### src/pmp_pkg.sv
// ----------------------------------------------------------
// PMP package
// Shared encodings for the physical memory protection
// checker: privilege levels, access types, address modes,
// CSR select codes and the packed CSR layouts
// ----------------------------------------------------------
package pmp_pkg;

  // Entries covered by one pmpcfg word
  localparam int unsigned PMP_MAX_REGIONS = 4;

  // Privilege level, same coding as mstatus.MPP
  typedef enum logic [1:0] {
    PRIV_LVL_U = 2'd0,
    PRIV_LVL_S = 2'd1,
    PRIV_LVL_M = 2'd3
  } priv_lvl_e;

  // Kind of access being checked
  typedef enum logic [1:0] {
    PMP_ACC_READ  = 2'd0,
    PMP_ACC_WRITE = 2'd1,
    PMP_ACC_EXEC  = 2'd2
  } pmp_acc_e;

  // Address matching mode, the A field of a config byte
  typedef enum logic [1:0] {
    PMP_MODE_OFF   = 2'd0,
    PMP_MODE_TOR   = 2'd1,
    PMP_MODE_NA4   = 2'd2,
    PMP_MODE_NAPOT = 2'd3
  } pmp_mode_e;

  // CSR select for the write port
  typedef enum logic [2:0] {
    CSR_PMPCFG0  = 3'd0,
    CSR_PMPADDR0 = 3'd1,
    CSR_PMPADDR1 = 3'd2,
    CSR_PMPADDR2 = 3'd3,
    CSR_PMPADDR3 = 3'd4,
    CSR_MSECCFG  = 3'd5
  } csr_sel_e;

  // One pmpcfg byte, msb first
  typedef struct packed {
    logic      lock;
    logic [1:0] reserved;
    pmp_mode_e mode;
    logic      exec;
    logic      write;
    logic      read;
  } pmp_cfg_t;

  // Implemented mseccfg bits, rlb in bit 2 down to mml in bit 0
  typedef struct packed {
    logic rlb;
    logic mmwp;
    logic mml;
  } pmp_mseccfg_t;

  // CSR write data, seen raw or as four config bytes
  typedef union packed {
    logic [31:0]                    raw;
    pmp_cfg_t [PMP_MAX_REGIONS-1:0] cfg;
  } pmp_csr_word_u;

endpackage

### src/pmp_cfg_if.sv
// ----------------------------------------------------------
// PMP configuration bundle
// Stored region configuration, as seen by the address
// matcher, the permission checker and the fault resolver
// ----------------------------------------------------------
interface pmp_cfg_if
  import pmp_pkg::*;
#(
  parameter int unsigned NUM_REGIONS = PMP_MAX_REGIONS
);

  // Per-entry config bytes
  pmp_cfg_t     cfg  [NUM_REGIONS];
  // Byte addresses, pmpaddr with two zero bits below
  logic [33:0]  addr [NUM_REGIONS];
  // Machine security configuration
  pmp_mseccfg_t mseccfg;

  modport csr     (output cfg, output addr, output mseccfg);
  modport match   (input cfg, input addr);
  modport perm    (input cfg);
  modport resolve (input cfg, input mseccfg);

endinterface

### src/pmp_csr_regs.sv
// ----------------------------------------------------------
// PMP CSR storage
// Holds pmpcfg0, pmpaddr0..N-1 and mseccfg. Applies the
// entry lock, the TOR lock on the previous address and the
// sticky mseccfg bits on every write
// ----------------------------------------------------------
module pmp_csr_regs
  import pmp_pkg::*;
#(
  parameter int unsigned NUM_REGIONS = PMP_MAX_REGIONS
) (
  input  logic          clk,
  input  logic          rst_i,
  input  logic          csr_we_i,
  input  csr_sel_e      csr_sel_i,
  input  pmp_csr_word_u csr_wdata_i,
  pmp_cfg_if.csr        cfg_o
);

  // Reserved bits 6:5 of a config byte always read zero
  localparam logic [7:0] CfgWrMask = 8'h9F;

  pmp_cfg_t               cfg_q   [NUM_REGIONS];
  logic [31:0]            addr_q  [NUM_REGIONS];
  pmp_mseccfg_t           mseccfg_q;
  pmp_mseccfg_t           mseccfg_wr;
  logic [NUM_REGIONS-1:0] cfg_locked;
  logic [NUM_REGIONS-1:0] addr_locked;
  logic [NUM_REGIONS-1:0] addr_sel;
  logic                   any_locked;

  // ----------------------------------------------------------
  // Write protection
  // ----------------------------------------------------------
  always_comb begin
    any_locked = 1'b0;
    for (int i = 0; i < NUM_REGIONS; i++) begin
      // Lock holds unless rule locking bypass is on
      cfg_locked[i] = cfg_q[i].lock && !mseccfg_q.rlb;
      any_locked    = any_locked || cfg_q[i].lock;
      addr_sel[i]   = int'(csr_sel_i) == int'(CSR_PMPADDR0) + i;
    end
    for (int i = 0; i < NUM_REGIONS; i++) begin
      addr_locked[i] = cfg_locked[i];
      // A locked TOR entry also freezes the address below it
      if (i + 1 < NUM_REGIONS) begin
        addr_locked[i] = addr_locked[i] ||
                         (cfg_locked[i+1] && cfg_q[i+1].mode == PMP_MODE_TOR);
      end
    end
  end

  // ----------------------------------------------------------
  // Entry registers
  // ----------------------------------------------------------
  always_ff @(posedge clk) begin
    if (rst_i) begin
      for (int i = 0; i < NUM_REGIONS; i++) begin
        cfg_q[i]  <= '0;
        addr_q[i] <= '0;
      end
    end else if (csr_we_i) begin
      for (int i = 0; i < NUM_REGIONS; i++) begin
        // pmpcfg0 is decoded byte by byte
        if (csr_sel_i == CSR_PMPCFG0 && !cfg_locked[i]) begin
          cfg_q[i] <= pmp_cfg_t'(csr_wdata_i.cfg[i] & CfgWrMask);
        end
        if (addr_sel[i] && !addr_locked[i]) begin
          addr_q[i] <= csr_wdata_i.raw;
        end
      end
    end
  end

  // ----------------------------------------------------------
  // mseccfg
  // ----------------------------------------------------------
  assign mseccfg_wr = pmp_mseccfg_t'(csr_wdata_i.raw[2:0]);

  always_ff @(posedge clk) begin
    if (rst_i) begin
      mseccfg_q <= '0;
    end else if (csr_we_i && csr_sel_i == CSR_MSECCFG) begin
      // mml and mmwp only ever get set
      mseccfg_q.mml  <= mseccfg_q.mml  || mseccfg_wr.mml;
      mseccfg_q.mmwp <= mseccfg_q.mmwp || mseccfg_wr.mmwp;
      // rlb cannot be turned on once something is locked
      if (mseccfg_q.rlb || !any_locked) begin
        mseccfg_q.rlb <= mseccfg_wr.rlb;
      end
    end
  end

  // Drive the bundle
  for (genvar i = 0; i < NUM_REGIONS; i++) begin : g_out
    assign cfg_o.cfg[i]  = cfg_q[i];
    assign cfg_o.addr[i] = {addr_q[i], 2'b00};
  end
  assign cfg_o.mseccfg = mseccfg_q;

endmodule

### src/pmp_region_match.sv
// ----------------------------------------------------------
// PMP address matcher
// Compares the request address with every region under its
// OFF, TOR, NA4 or NAPOT mode and returns a hit per region
// ----------------------------------------------------------
module pmp_region_match
  import pmp_pkg::*;
#(
  parameter int unsigned NUM_REGIONS = PMP_MAX_REGIONS,
  parameter int unsigned GRANULARITY = 0
) (
  pmp_cfg_if.match               cfg_i,
  input  logic [33:0]            req_addr_i,
  output logic [NUM_REGIONS-1:0] match_vec_o
);

  // Lowest address bit that takes part in any comparison
  localparam int unsigned LoBit  = GRANULARITY + 2;
  // Lowest stored bit whose trailing ones count for NAPOT size
  localparam int unsigned OnesLo = (GRANULARITY == 0) ? 2 : GRANULARITY + 1;

  logic [33:LoBit] req_gran;

  // Request address at granule resolution
  assign req_gran = req_addr_i[33:LoBit];

  for (genvar r = 0; r < NUM_REGIONS; r++) begin : g_region
    logic [33:LoBit] start_gran;
    logic [33:LoBit] end_gran;
    logic [33:LoBit] cmp_mask;
    logic            is_napot;
    logic            hit_eq;
    logic            hit_tor;
    logic            hit;

    assign is_napot = cfg_i.cfg[r].mode == PMP_MODE_NAPOT;
    assign end_gran = cfg_i.addr[r][33:LoBit];

    // TOR base, entry 0 starts at address zero
    if (r == 0) begin : g_base_zero
      assign start_gran = '0;
    end else begin : g_base_prev
      assign start_gran = cfg_i.addr[r-1][33:LoBit];
    end

    // Compare mask, NAPOT drops the bits covered by the size
    for (genvar b = LoBit; b < 34; b++) begin : g_mask
      if (b == 2) begin : g_min_size
        // Smallest NAPOT region is 8 bytes
        assign cmp_mask[b] = !is_napot;
      end else begin : g_size
        // Masked while every stored bit below is a one
        assign cmp_mask[b] = !is_napot || !(&cfg_i.addr[r][b-1:OnesLo]);
      end
    end

    assign hit_eq  = ((req_gran ^ end_gran) & cmp_mask) == '0;
    // TOR range is [previous, own)
    assign hit_tor = (req_gran >= start_gran) && (req_gran < end_gran);

    always_comb begin
      case (cfg_i.cfg[r].mode)
        PMP_MODE_TOR:   hit = hit_tor;
        PMP_MODE_NA4:   hit = hit_eq;
        PMP_MODE_NAPOT: hit = hit_eq;
        default:        hit = 1'b0;
      endcase
    end

    assign match_vec_o[r] = hit;
  end

endmodule

### src/pmp_perm_check.sv
// ----------------------------------------------------------
// PMP permission checker
// Evaluates every region's R/W/X/L bits against the access
// under the basic rules and under the Smepmp MML table
// ----------------------------------------------------------
module pmp_perm_check
  import pmp_pkg::*;
#(
  parameter int unsigned NUM_REGIONS = PMP_MAX_REGIONS
) (
  pmp_cfg_if.perm                cfg_i,
  input  pmp_acc_e               req_type_i,
  input  priv_lvl_e              priv_i,
  output logic [NUM_REGIONS-1:0] basic_ok_o,
  output logic [NUM_REGIONS-1:0] mml_ok_o
);

  logic is_read;
  logic is_write;
  logic is_exec;
  logic is_m;

  // Decoded access and level, shared by all regions
  assign is_read  = req_type_i == PMP_ACC_READ;
  assign is_write = req_type_i == PMP_ACC_WRITE;
  assign is_exec  = req_type_i == PMP_ACC_EXEC;
  assign is_m     = priv_i == PRIV_LVL_M;

  for (genvar r = 0; r < NUM_REGIONS; r++) begin : g_region
    pmp_cfg_t cfg;
    logic     basic_ok;
    logic     mml_ok;

    assign cfg = cfg_i.cfg[r];

    // Permission bit that goes with the access type
    assign basic_ok = (is_read  && cfg.read)  ||
                      (is_write && cfg.write) ||
                      (is_exec  && cfg.exec);

    always_comb begin
      mml_ok = 1'b0;
      if (!cfg.read && cfg.write) begin
        // Shared regions, chosen by L and X
        case ({cfg.lock, cfg.exec})
          // RW in M, read only below
          2'b00: mml_ok = is_read || (is_write && is_m);
          // RW everywhere
          2'b01: mml_ok = is_read || is_write;
          // Execute only everywhere
          2'b10: mml_ok = is_exec;
          // RX in M, execute only below
          default: mml_ok = is_exec || (is_read && is_m);
        endcase
      end else if (cfg.read && cfg.write && cfg.exec && cfg.lock) begin
        // Read only shared data
        mml_ok = is_read;
      end else if (is_m) begin
        // Locked entries belong to M
        mml_ok = cfg.lock && basic_ok;
      end else begin
        mml_ok = !cfg.lock && basic_ok;
      end
    end

    assign basic_ok_o[r] = basic_ok;
    assign mml_ok_o[r]   = mml_ok;
  end

endmodule

### src/pmp_fault_resolve.sv
// ----------------------------------------------------------
// PMP fault resolver
// Picks the lowest matching region, applies the basic or
// MML outcome or the default policy, registers the fault
// ----------------------------------------------------------
module pmp_fault_resolve
  import pmp_pkg::*;
#(
  parameter int unsigned NUM_REGIONS = PMP_MAX_REGIONS
) (
  input  logic                   clk,
  input  logic                   rst_i,
  pmp_cfg_if.resolve             cfg_i,
  input  logic                   req_valid_i,
  input  priv_lvl_e              priv_i,
  input  logic [NUM_REGIONS-1:0] match_vec_i,
  input  logic [NUM_REGIONS-1:0] basic_ok_i,
  input  logic [NUM_REGIONS-1:0] mml_ok_i,
  output logic                   err_o,
  output logic                   err_valid_o
);

  logic fault;

  always_comb begin
    // No match: deny with mmwp or below M
    fault = cfg_i.mseccfg.mmwp || (priv_i != PRIV_LVL_M);
    // Walk down so the lowest index is applied last
    for (int r = NUM_REGIONS - 1; r >= 0; r--) begin
      if (match_vec_i[r]) begin
        if (cfg_i.mseccfg.mml) begin
          fault = !mml_ok_i[r];
        end else if (priv_i == PRIV_LVL_M) begin
          // M is only held back by locked entries
          fault = cfg_i.cfg[r].lock && !basic_ok_i[r];
        end else begin
          fault = !basic_ok_i[r];
        end
      end
    end
  end

  // Result one cycle after the request
  always_ff @(posedge clk) begin
    if (rst_i) begin
      err_valid_o <= 1'b0;
      err_o       <= 1'b0;
    end else begin
      err_valid_o <= req_valid_i;
      err_o       <= req_valid_i && fault;
    end
  end

endmodule

### src/pmp_top.sv
// ----------------------------------------------------------
// PMP checker top
// CSR storage plus the matcher, permission checker and
// fault resolver, answering one access per cycle
// ----------------------------------------------------------
module pmp_top
  import pmp_pkg::*;
#(
  parameter int unsigned NUM_REGIONS = PMP_MAX_REGIONS,
  parameter int unsigned GRANULARITY = 0
) (
  input  logic        clk,
  input  logic        rst_i,
  // CSR write port
  input  logic        csr_we_i,
  input  csr_sel_e    csr_sel_i,
  input  logic [31:0] csr_wdata_i,
  // Access request
  input  logic        req_valid_i,
  input  logic [33:0] req_addr_i,
  input  pmp_acc_e    req_type_i,
  input  priv_lvl_e   priv_i,
  // Registered result
  output logic        err_o,
  output logic        err_valid_o
);

  logic [NUM_REGIONS-1:0] match_vec;
  logic [NUM_REGIONS-1:0] basic_ok;
  logic [NUM_REGIONS-1:0] mml_ok;

  // Stored configuration shared by all parts
  pmp_cfg_if #(.NUM_REGIONS(NUM_REGIONS)) u_cfg_if ();

  pmp_csr_regs #(.NUM_REGIONS(NUM_REGIONS)) u_csr_regs (
    .clk         (clk),
    .rst_i       (rst_i),
    .csr_we_i    (csr_we_i),
    .csr_sel_i   (csr_sel_i),
    .csr_wdata_i (csr_wdata_i),
    .cfg_o       (u_cfg_if.csr)
  );

  // Matcher and permission checker work side by side
  pmp_region_match #(
    .NUM_REGIONS (NUM_REGIONS),
    .GRANULARITY (GRANULARITY)
  ) u_region_match (
    .cfg_i       (u_cfg_if.match),
    .req_addr_i  (req_addr_i),
    .match_vec_o (match_vec)
  );

  pmp_perm_check #(.NUM_REGIONS(NUM_REGIONS)) u_perm_check (
    .cfg_i      (u_cfg_if.perm),
    .req_type_i (req_type_i),
    .priv_i     (priv_i),
    .basic_ok_o (basic_ok),
    .mml_ok_o   (mml_ok)
  );

  pmp_fault_resolve #(.NUM_REGIONS(NUM_REGIONS)) u_fault_resolve (
    .clk         (clk),
    .rst_i       (rst_i),
    .cfg_i       (u_cfg_if.resolve),
    .req_valid_i (req_valid_i),
    .priv_i      (priv_i),
    .match_vec_i (match_vec),
    .basic_ok_i  (basic_ok),
    .mml_ok_i    (mml_ok),
    .err_o       (err_o),
    .err_valid_o (err_valid_o)
  );

endmodule

### config.mk
export PLATFORM = sky130hd
export DESIGN_NAME = pmp_top
export DESIGN_NICKNAME = d
export VERILOG_FILES = /design/src/pmp_pkg.sv /design/src/pmp_cfg_if.sv /design/src/pmp_csr_regs.sv /design/src/pmp_region_match.sv /design/src/pmp_perm_check.sv /design/src/pmp_fault_resolve.sv /design/src/pmp_top.sv
export SDC_FILE = /design/constraint.sdc
export NUM_CORES = 1
export LEC_CHECK = 0
export ABC_AREA = 1
export BUFFER_PORTS_ARGS = -buffer_cell sky130_fd_sc_hd__buf_4
export CAP_MARGIN = 40
export CORE_MARGIN = 8
export CORE_UTILIZATION = 39
export DETAILED_ROUTE_END_ITERATION = 8
export HOLD_SLACK_MARGIN = 0.03
export PLACE_DENSITY = 0.66
export SYNTH_ARGS = -nofsm -noshare
export SYNTH_HDL_FRONTEND = slang
export SYNTH_SLANG_ARGS = --single-unit
### constraint.sdc
create_clock -name clk -period 4.6 [get_ports clk]
set_input_delay 0 -clock clk [delete_from_list [all_inputs] [get_ports clk]]
set_output_delay 0 -clock clk [all_outputs]
set_load 0.005 [all_outputs]
==> flow_summary.ini, run 1 <==
[grt]
grt_pass1_vias = 10206
grt_antenna_before_repair = 0
grt.overflow.total = 0
grt_max_degree = 33
grt_pass1_wl_um = 54500
grt_use_total_pct = 19.7

[clocking]
insertion_delay_ns = 0.45
clkTransAtPathRegs_ns = 0.07
cts-resized-gates = 0
h-tree-depth = 4
cts_tree = yes
root_buffer = clkbuf_16
post_cts_buffers = 0
cts_buffers = 17
clock_path_buffers = 2
clock_sinks = 157

[timing]
setup_violations = 0
worst_slew_pin_slew_ns = 0.779
rsz0062_at_grt = no
fmaxAchievable_mhz = 364
hold_viol_final = 0
relSlewSlack_pct = 47.6
finalCriticalPeriod_ns = 2.75
period_share_pct = 59.8
slew_violations = 0
finClkSkew_ns = 0.0143
tns_ns = 0

[yosys]
synth.area.top_cells = edfxtp_1 (39%), ha_1 (14%), nand2_1 (10%), nor2_1 (10%), inv_1 (8.8%)
syn_inst = 1552
synth_fa_ha_area_share_pct = 13.7
synth_nets = 1757
synth_top_family_by_area = simple AND/OR/NAND/NOR gates
syn_area_um2 = 11700
post-synth-top-area-cell = edfxtp_1
yosysSeqAreaShare_pct = 39.9
synth_edf_count = 152
synth_xor_area_share_pct = 0
synth_mux_area_share_pct = 0
synth_ff_type = edfxtp_1
synth_compound_area_share_pct = 8.33
ys_seq_elements = 157
synth.avg_cell_area_um2 = 7.53
synth_warnings = 0
post_synth_num_cell_types = 41
async_flop_share_pct = 0
synth_top_area_share_pct = 39.0
synth.most_common_cell = nand2_1
ys_top_cells_by_count = nand2_1 (322), nor2_1 (310), inv_1 (275)
synthSimpleGateAreaFrac_pct = 28.0

[critical_path]
end_kind = register
crit_path_max_fanout = 4
cp-startpoint = u_csr_regs.addr_q[1][31]$_SDFFCE_PN0P_
crit_required_ns = 4.94
reg2reg_depth = 15
cp-start-kind = register
critPathCapture = u_fault_resolve.err_o$_SDFF_PP0_
crit_type = reg2reg
rrSetupSlack_ns = 1.85
cp.arrival_ns = 3.09
worstReg2RegStart = u_csr_regs.addr_q[1][31]$_SDFFCE_PN0P_
rr_endpoint = u_fault_resolve.err_o$_SDFF_PP0_

[layout]
fin_area_um2 = 13600
fillers = 2877
multi_input_area_um2 = 5870
synthToLayoutAreaGrowth_pct = 16.7
nNetsFinal = 1872
regArea_um2 = 4660
antenna_cells = 0
drive_gt1_share_pct = 9.17

[detailed_routing]
vias = 10599
drt_pass1_iterations = 5
first_iter_violations = 911
wire_per_inst_um = 16.8
vias_per_cell = 5.12
drtAntennaViolNets = 0
drc = 0
wirelength_um = 34900

[worst_hold_path]
hold_class = in2reg

[floorplan]
initial_core_util_pct = 39.6
die-area_um2 = 35800
row_count = 63
die_height_um = 189
ios = 79
design.core.area_um2 = 29600
die_w_um = 189

[pwr]
switchingPower_mw = 1.10
p_sw_share_pct = 29.0
p_leak_nw = 6.43
internal_power_mw = 2.70
pwr-share-comb_pct = 17.4
clockPowerShare_pct = 38.6
ir_drop_mv = 0.244
powerDensity_nw_per_um2 = 279
power_frac_seq_pct = 44.0

[place]
dp_hpwl_um = 27500
gp_congestion = 1.00
port_buffers = 76
dpl_cell_area_um2 = 12700

[run]
drv_cap = 0

[status]
status = complete, no violations
-- worst max-delay path, cell delays in order, from the launching register on --
cell      delay (ns)
edfxtp_1        0.32
inv_1           0.05
ha_1            0.32
nand2_1         0.11
o21ai_0         0.51
nand2_1         0.11
inv_1           0.08
nand3_1         0.07
nor2_1          0.17
nand3_1         0.20
nor2_1          0.13
nand3_1         0.21
nand2_2         0.16
inv_1           0.05
nand3_1         0.09
a21oi_2         0.07
-- cell type report --
class	count	share of cell area (%)
multi-input combinational	1086	43.0
clock buffer	17	3.12
tap	390	3.58
timing repair buffer	115	6.87
inverter	290	7.98
clock inverter	15	1.27
sequential	157	34.2
-- per-stage QoR --
stage / hold WS, ns / cells / util (%) / setup slack, ns / power [mW]
final: 0.0400 / 2070 / 46.2 / 1.85 / 3.80
after CTS: 0.0301 / 2068 / 46.1 / 1.88 / 3.81
after global placement: 0.235 / 2007 / 43.1 / 1.91 / 2.32
after global routing: 0.0449 / 2070 / 46.2 / 1.63 / 3.96
after detailed placement: 0.242 / 2007 / 43.1 / 1.88 / 2.34
after floorplan: 0.0691 / 1552 / - / 1.11 / 2.09
-- kinds of logic after synthesis --
logic type | Yosys count
AOI/OAI and AO/OA | 168
and+or+nand+nor | 790
buffers and inverters | 309
adders and majority gates | 128
DFF | 157
-- registers in the layout, indices dropped and copies added (netlist names) --
register                     flops
u_csr_regs.addr_q              128
u_csr_regs.cfg_q                24
u_csr_regs.cfg_o.mseccfg         3
u_fault_resolve.err_o            1
u_fault_resolve.err_valid_o      1
-- timing repair --
action                     CTS  global route
hold endpoints to repair   109             0
hold buffers                29             0
setup endpoints to repair    0             0
-- placed cells by master (no fill, tap or decap), types with 2 or more instances in the layout --
cell,netlist,final
a21oi_2,2,2
o22ai_1,3,3
nor4_1,3,3
or2_2,5,5
inv_1,275,275
a21oi_1,65,65
a21o_1,3,3
nand4_1,30,30
o221ai_1,2,2
nand2_1,322,322
dfxtp_1,5,5
o21a_1,5,5
o21ai_0,40,39
dlygate4sd3_1,0,29
nor2_1,310,310
o21bai_1,21,21
inv_2,14,14
nor3_1,23,23
edfxtp_1,152,152
a31oi_1,3,3
inv_6,0,7
or2_1,2,2
bufinv_16,0,2
nor2_4,2,2
nand3b_1,6,6
buf_4,0,84
nand2_2,4,4
nand3_1,74,74
o31ai_1,3,3
clkinv_2,0,2
o211ai_1,7,7
inv_8,0,3
ha_1,128,128
nor2_2,4,4
o21ai_1,11,11
clkbuf_16,0,17
-- how the worst min path moves through the flow --
| stage | from | to | slack, ns | cells after the start |
|---|---|---|---|---|
| after global routing | csr_wdata_i[19] | u_csr_regs.addr_q[3][19]$_SDFFCE_PN0P_ | 0.04 | 3 |
| after CTS | csr_wdata_i[19] | u_csr_regs.addr_q[1][19]$_SDFFCE_PN0P_ | 0.03 | 3 |
| final | csr_wdata_i[19] | u_csr_regs.addr_q[1][19]$_SDFFCE_PN0P_ | 0.04 | 3 |
| after floorplan | rst_i | u_csr_regs.cfg_o.mseccfg[0]$_SDFFE_PP0P_ | 0.07 | 1 |
| after global placement | rst_i | u_csr_regs.cfg_o.mseccfg[0]$_SDFFE_PP0P_ | 0.24 | 2 |
| after detailed placement | rst_i | u_csr_regs.cfg_o.mseccfg[0]$_SDFFE_PP0P_ | 0.24 | 2 |
-- layer usage --
layer,share of wire [%],vias up,GRT usage (%)
li1,-,5263,-
met1,42,4888,24.5
met2,47,381,33.1
met3,7.0,67,3.50
met4,3.5,0,8.48
met5,0,-,0
-- power groups by stage --
stage	combinational [mW]	sequential (mW)	clock (mW)
after floorplan	0.397	1.69	0
after global placement	0.614	1.70	0
after detailed placement	0.632	1.70	0
after CTS	0.656	1.67	1.48
after global routing	0.743	1.68	1.53
final	0.660	1.67	1.47
(Power assumes the default switching activity.)
==> run 2: changes to the inputs <==
Settings changed: PLACE_DENSITY 0.66 to 0.69.
Clock period 4.6 ns to 2.35 ns, I/O delays scaled along.
==> run 2 against run 1 <==
  * Sequential power is 96% higher
  * Wire length is 6.7% higher
  * Design area is 2.4% higher
  * Combinational power is 110% higher
  * Sequential cell count stayed put
  * Clock skew is 0.0050 ns lower
  * Fmax is 21% higher
  * Clock power is 95% higher
  * Die area stayed put
  * Sequential share of layout area is 0.81 points lower
  * Global-route usage is 0.69 points higher
  * Critical path type unchanged
==> flow_summary.ini, run 2 (same netlist as run 1, synthesis figures left out) <==
[layout]
final_common_cell = nand2_1
largest_reg_flops = 128
multi_input_area_um2 = 6050
synthToLayoutAreaGrowth_pct = 19.5
nNetsFinal = 1885
drive_gt1_share_pct = 11.9
regMostFlops = u_csr_regs.addr_q
final_cell_mix = nand2_1 (319), nor2_1 (295), inv_1 (273), edfxtp_1 (152), ha_1 (123)
fillers = 2853
final_util_pct = 47.3
regArea_um2 = 4660
antenna_cells = 0

[place]
gp_congestion = 0.981
port_buffers = 76
dp_hpwl_um = 28500

[critical_path]
critPathSlowestCell = edfxtp_1
crit_type = reg2reg
cpMostUsedCell = nand3_2
crit_required_ns = 2.68
cp.arrival_ns = 2.60
path_cells = inv_2 > ha_4 > inv_1 > nand2_2 > nand2_4 > nor2_2 > nand2_1 > nor2_2 > nand3_2 > nor2_4 > nand3_2 > nor2_2 > nand3_2 > nand2_2 > inv_2 > nand3_2 > a21oi_2
cp-start-kind = register
critical_path.max_stage_delay_ns = 0.37
end_kind = register
crit_path_max_fanout = 2

[timing]
worst_slew_pin_slew_ns = 0.623
slew_violations = 0
hold_viol_final = 0
finClkSkew_ns = 0.00931
relSlewSlack_pct = 58.3
setup_violations = 0
finalCriticalPeriod_ns = 2.27
fmaxAchievable_mhz = 440
period_share_pct = 96.8
whs_ns = 0.0516

[grt]
grt_pass1_vias = 10338
grt_use_total_pct = 20.4
grt_max_degree = 33
grt_pass1_wl_um = 56000
grt_antenna_before_repair = 0
grt.overflow.total = 0

[worst_hold_path]
hold_class = in2reg

[floorplan]
row_count = 63
die-area_um2 = 35800
design.core.area_um2 = 29600
die_height_um = 189
initial_core_util_pct = 39.6
die_w_um = 189
ios = 79

[detailed_routing]
drc = 0
vias = 10667
first_iter_violations = 946
drt_pass1_iterations = 7
drtAntennaViolNets = 0
vias_per_cell = 5.12
wire_per_inst_um = 17.9
wirelength_um = 37200

[clocking]
cts_buffers = 17
clkTransAtPathRegs_ns = 0.07
clock_sinks = 157
root_buffer = clkbuf_16
insertion_delay_ns = 0.43
h-tree-depth = 4
clock_path_buffers = 2
cts_tree = yes

[pwr]
total_power_mw = 7.52
ir_drop_mv = 0.458
p_leak_nw = 6.54
powerDensity_nw_per_um2 = 538

[run]
drv_cap = 0

[status]
status = complete, no violations
==> run 2: power breakdown <==
| group | internal [mW] | switching (mW) |
|---|---|---|
| logic | 0.520 | 0.852 |
| clock network | 1.67 | 1.19 |
| registers | 3.19 | 0.0855 |
| total | 5.39 | 2.13 |
==> run 2: metal layers <==
metal | global-route usage (%) | up-vias | part of all wire [%]
met5 | 0 | - | 0
met4 | 7.70 | 0 | 3.5
met3 | 2.76 | 72 | 5.5
met2 | 34.4 | 363 | 47
met1 | 26.1 | 4952 | 44
li1 | - | 5280 | -
==> run 2: final timing paths <==
| kind | to | start | slack, ns | depth (start not counted) |
|---|---|---|---|---|
| max | u_fault_resolve.err_o$_SDFF_PP0_ | u_csr_regs.addr_q[1][1]$_SDFFCE_PN0P_ | 0.08 | 17 |
| min | u_csr_regs.addr_q[1][8]$_SDFFCE_PN0P_ | csr_wdata_i[8] | 0.05 | 3 |
| max reg2reg | u_fault_resolve.err_o$_SDFF_PP0_ | u_csr_regs.addr_q[1][1]$_SDFFCE_PN0P_ | 0.08 | 17 |
| min reg2reg | u_csr_regs.cfg_o.mseccfg[1]$_SDFFE_PP0P_ | u_csr_regs.cfg_o.mseccfg[1]$_SDFFE_PP0P_ | 0.49 | 1 |
==> run 2: cell type report <==
cell class / instances / share of cell area, %
clock buffer: 18 / 3.07
clock inverter: 13 / 1.19
inverter: 290 / 7.79
multi-input combinational: 1087 / 43.3
sequential: 157 / 33.4
tap: 390 / 3.49
timing repair buffer: 127 / 7.80
==> run 2: timing repair <==
action	4_1_cts	5_1_grt
endpoints found under the hold margin	98	0
pin swaps	0	12
cloned	0	1
setup buffers	0	3
hold buffers	24	0
gates resized for setup	2	37
setup endpoints to repair	1	1
==> run 2: worst max-delay path, delay by kind of cell, from the launching register on <==
family,cells,cell delay (ns)
fa+ha+maj,1,0.27
simple gates,12,1.31
buf+inv,3,0.17
flops,1,0.37
compound gates,1,0.04
==> run 2: per-stage QoR <==
step	TNS [ns]	std cells	instance area (um2)	setup WS, ns
6_report	0	2082	14000	0.0756
5_1_grt	-0.0439	2082	14000	-0.0439
4_1_cts	0	2078	13800	0.0115
3_5_place_dp	-0.0884	2023	12900	-0.0884
3_3_place_gp	-0.0366	2022	12900	-0.0366
2_1_floorplan	0	1552	11700	0.322
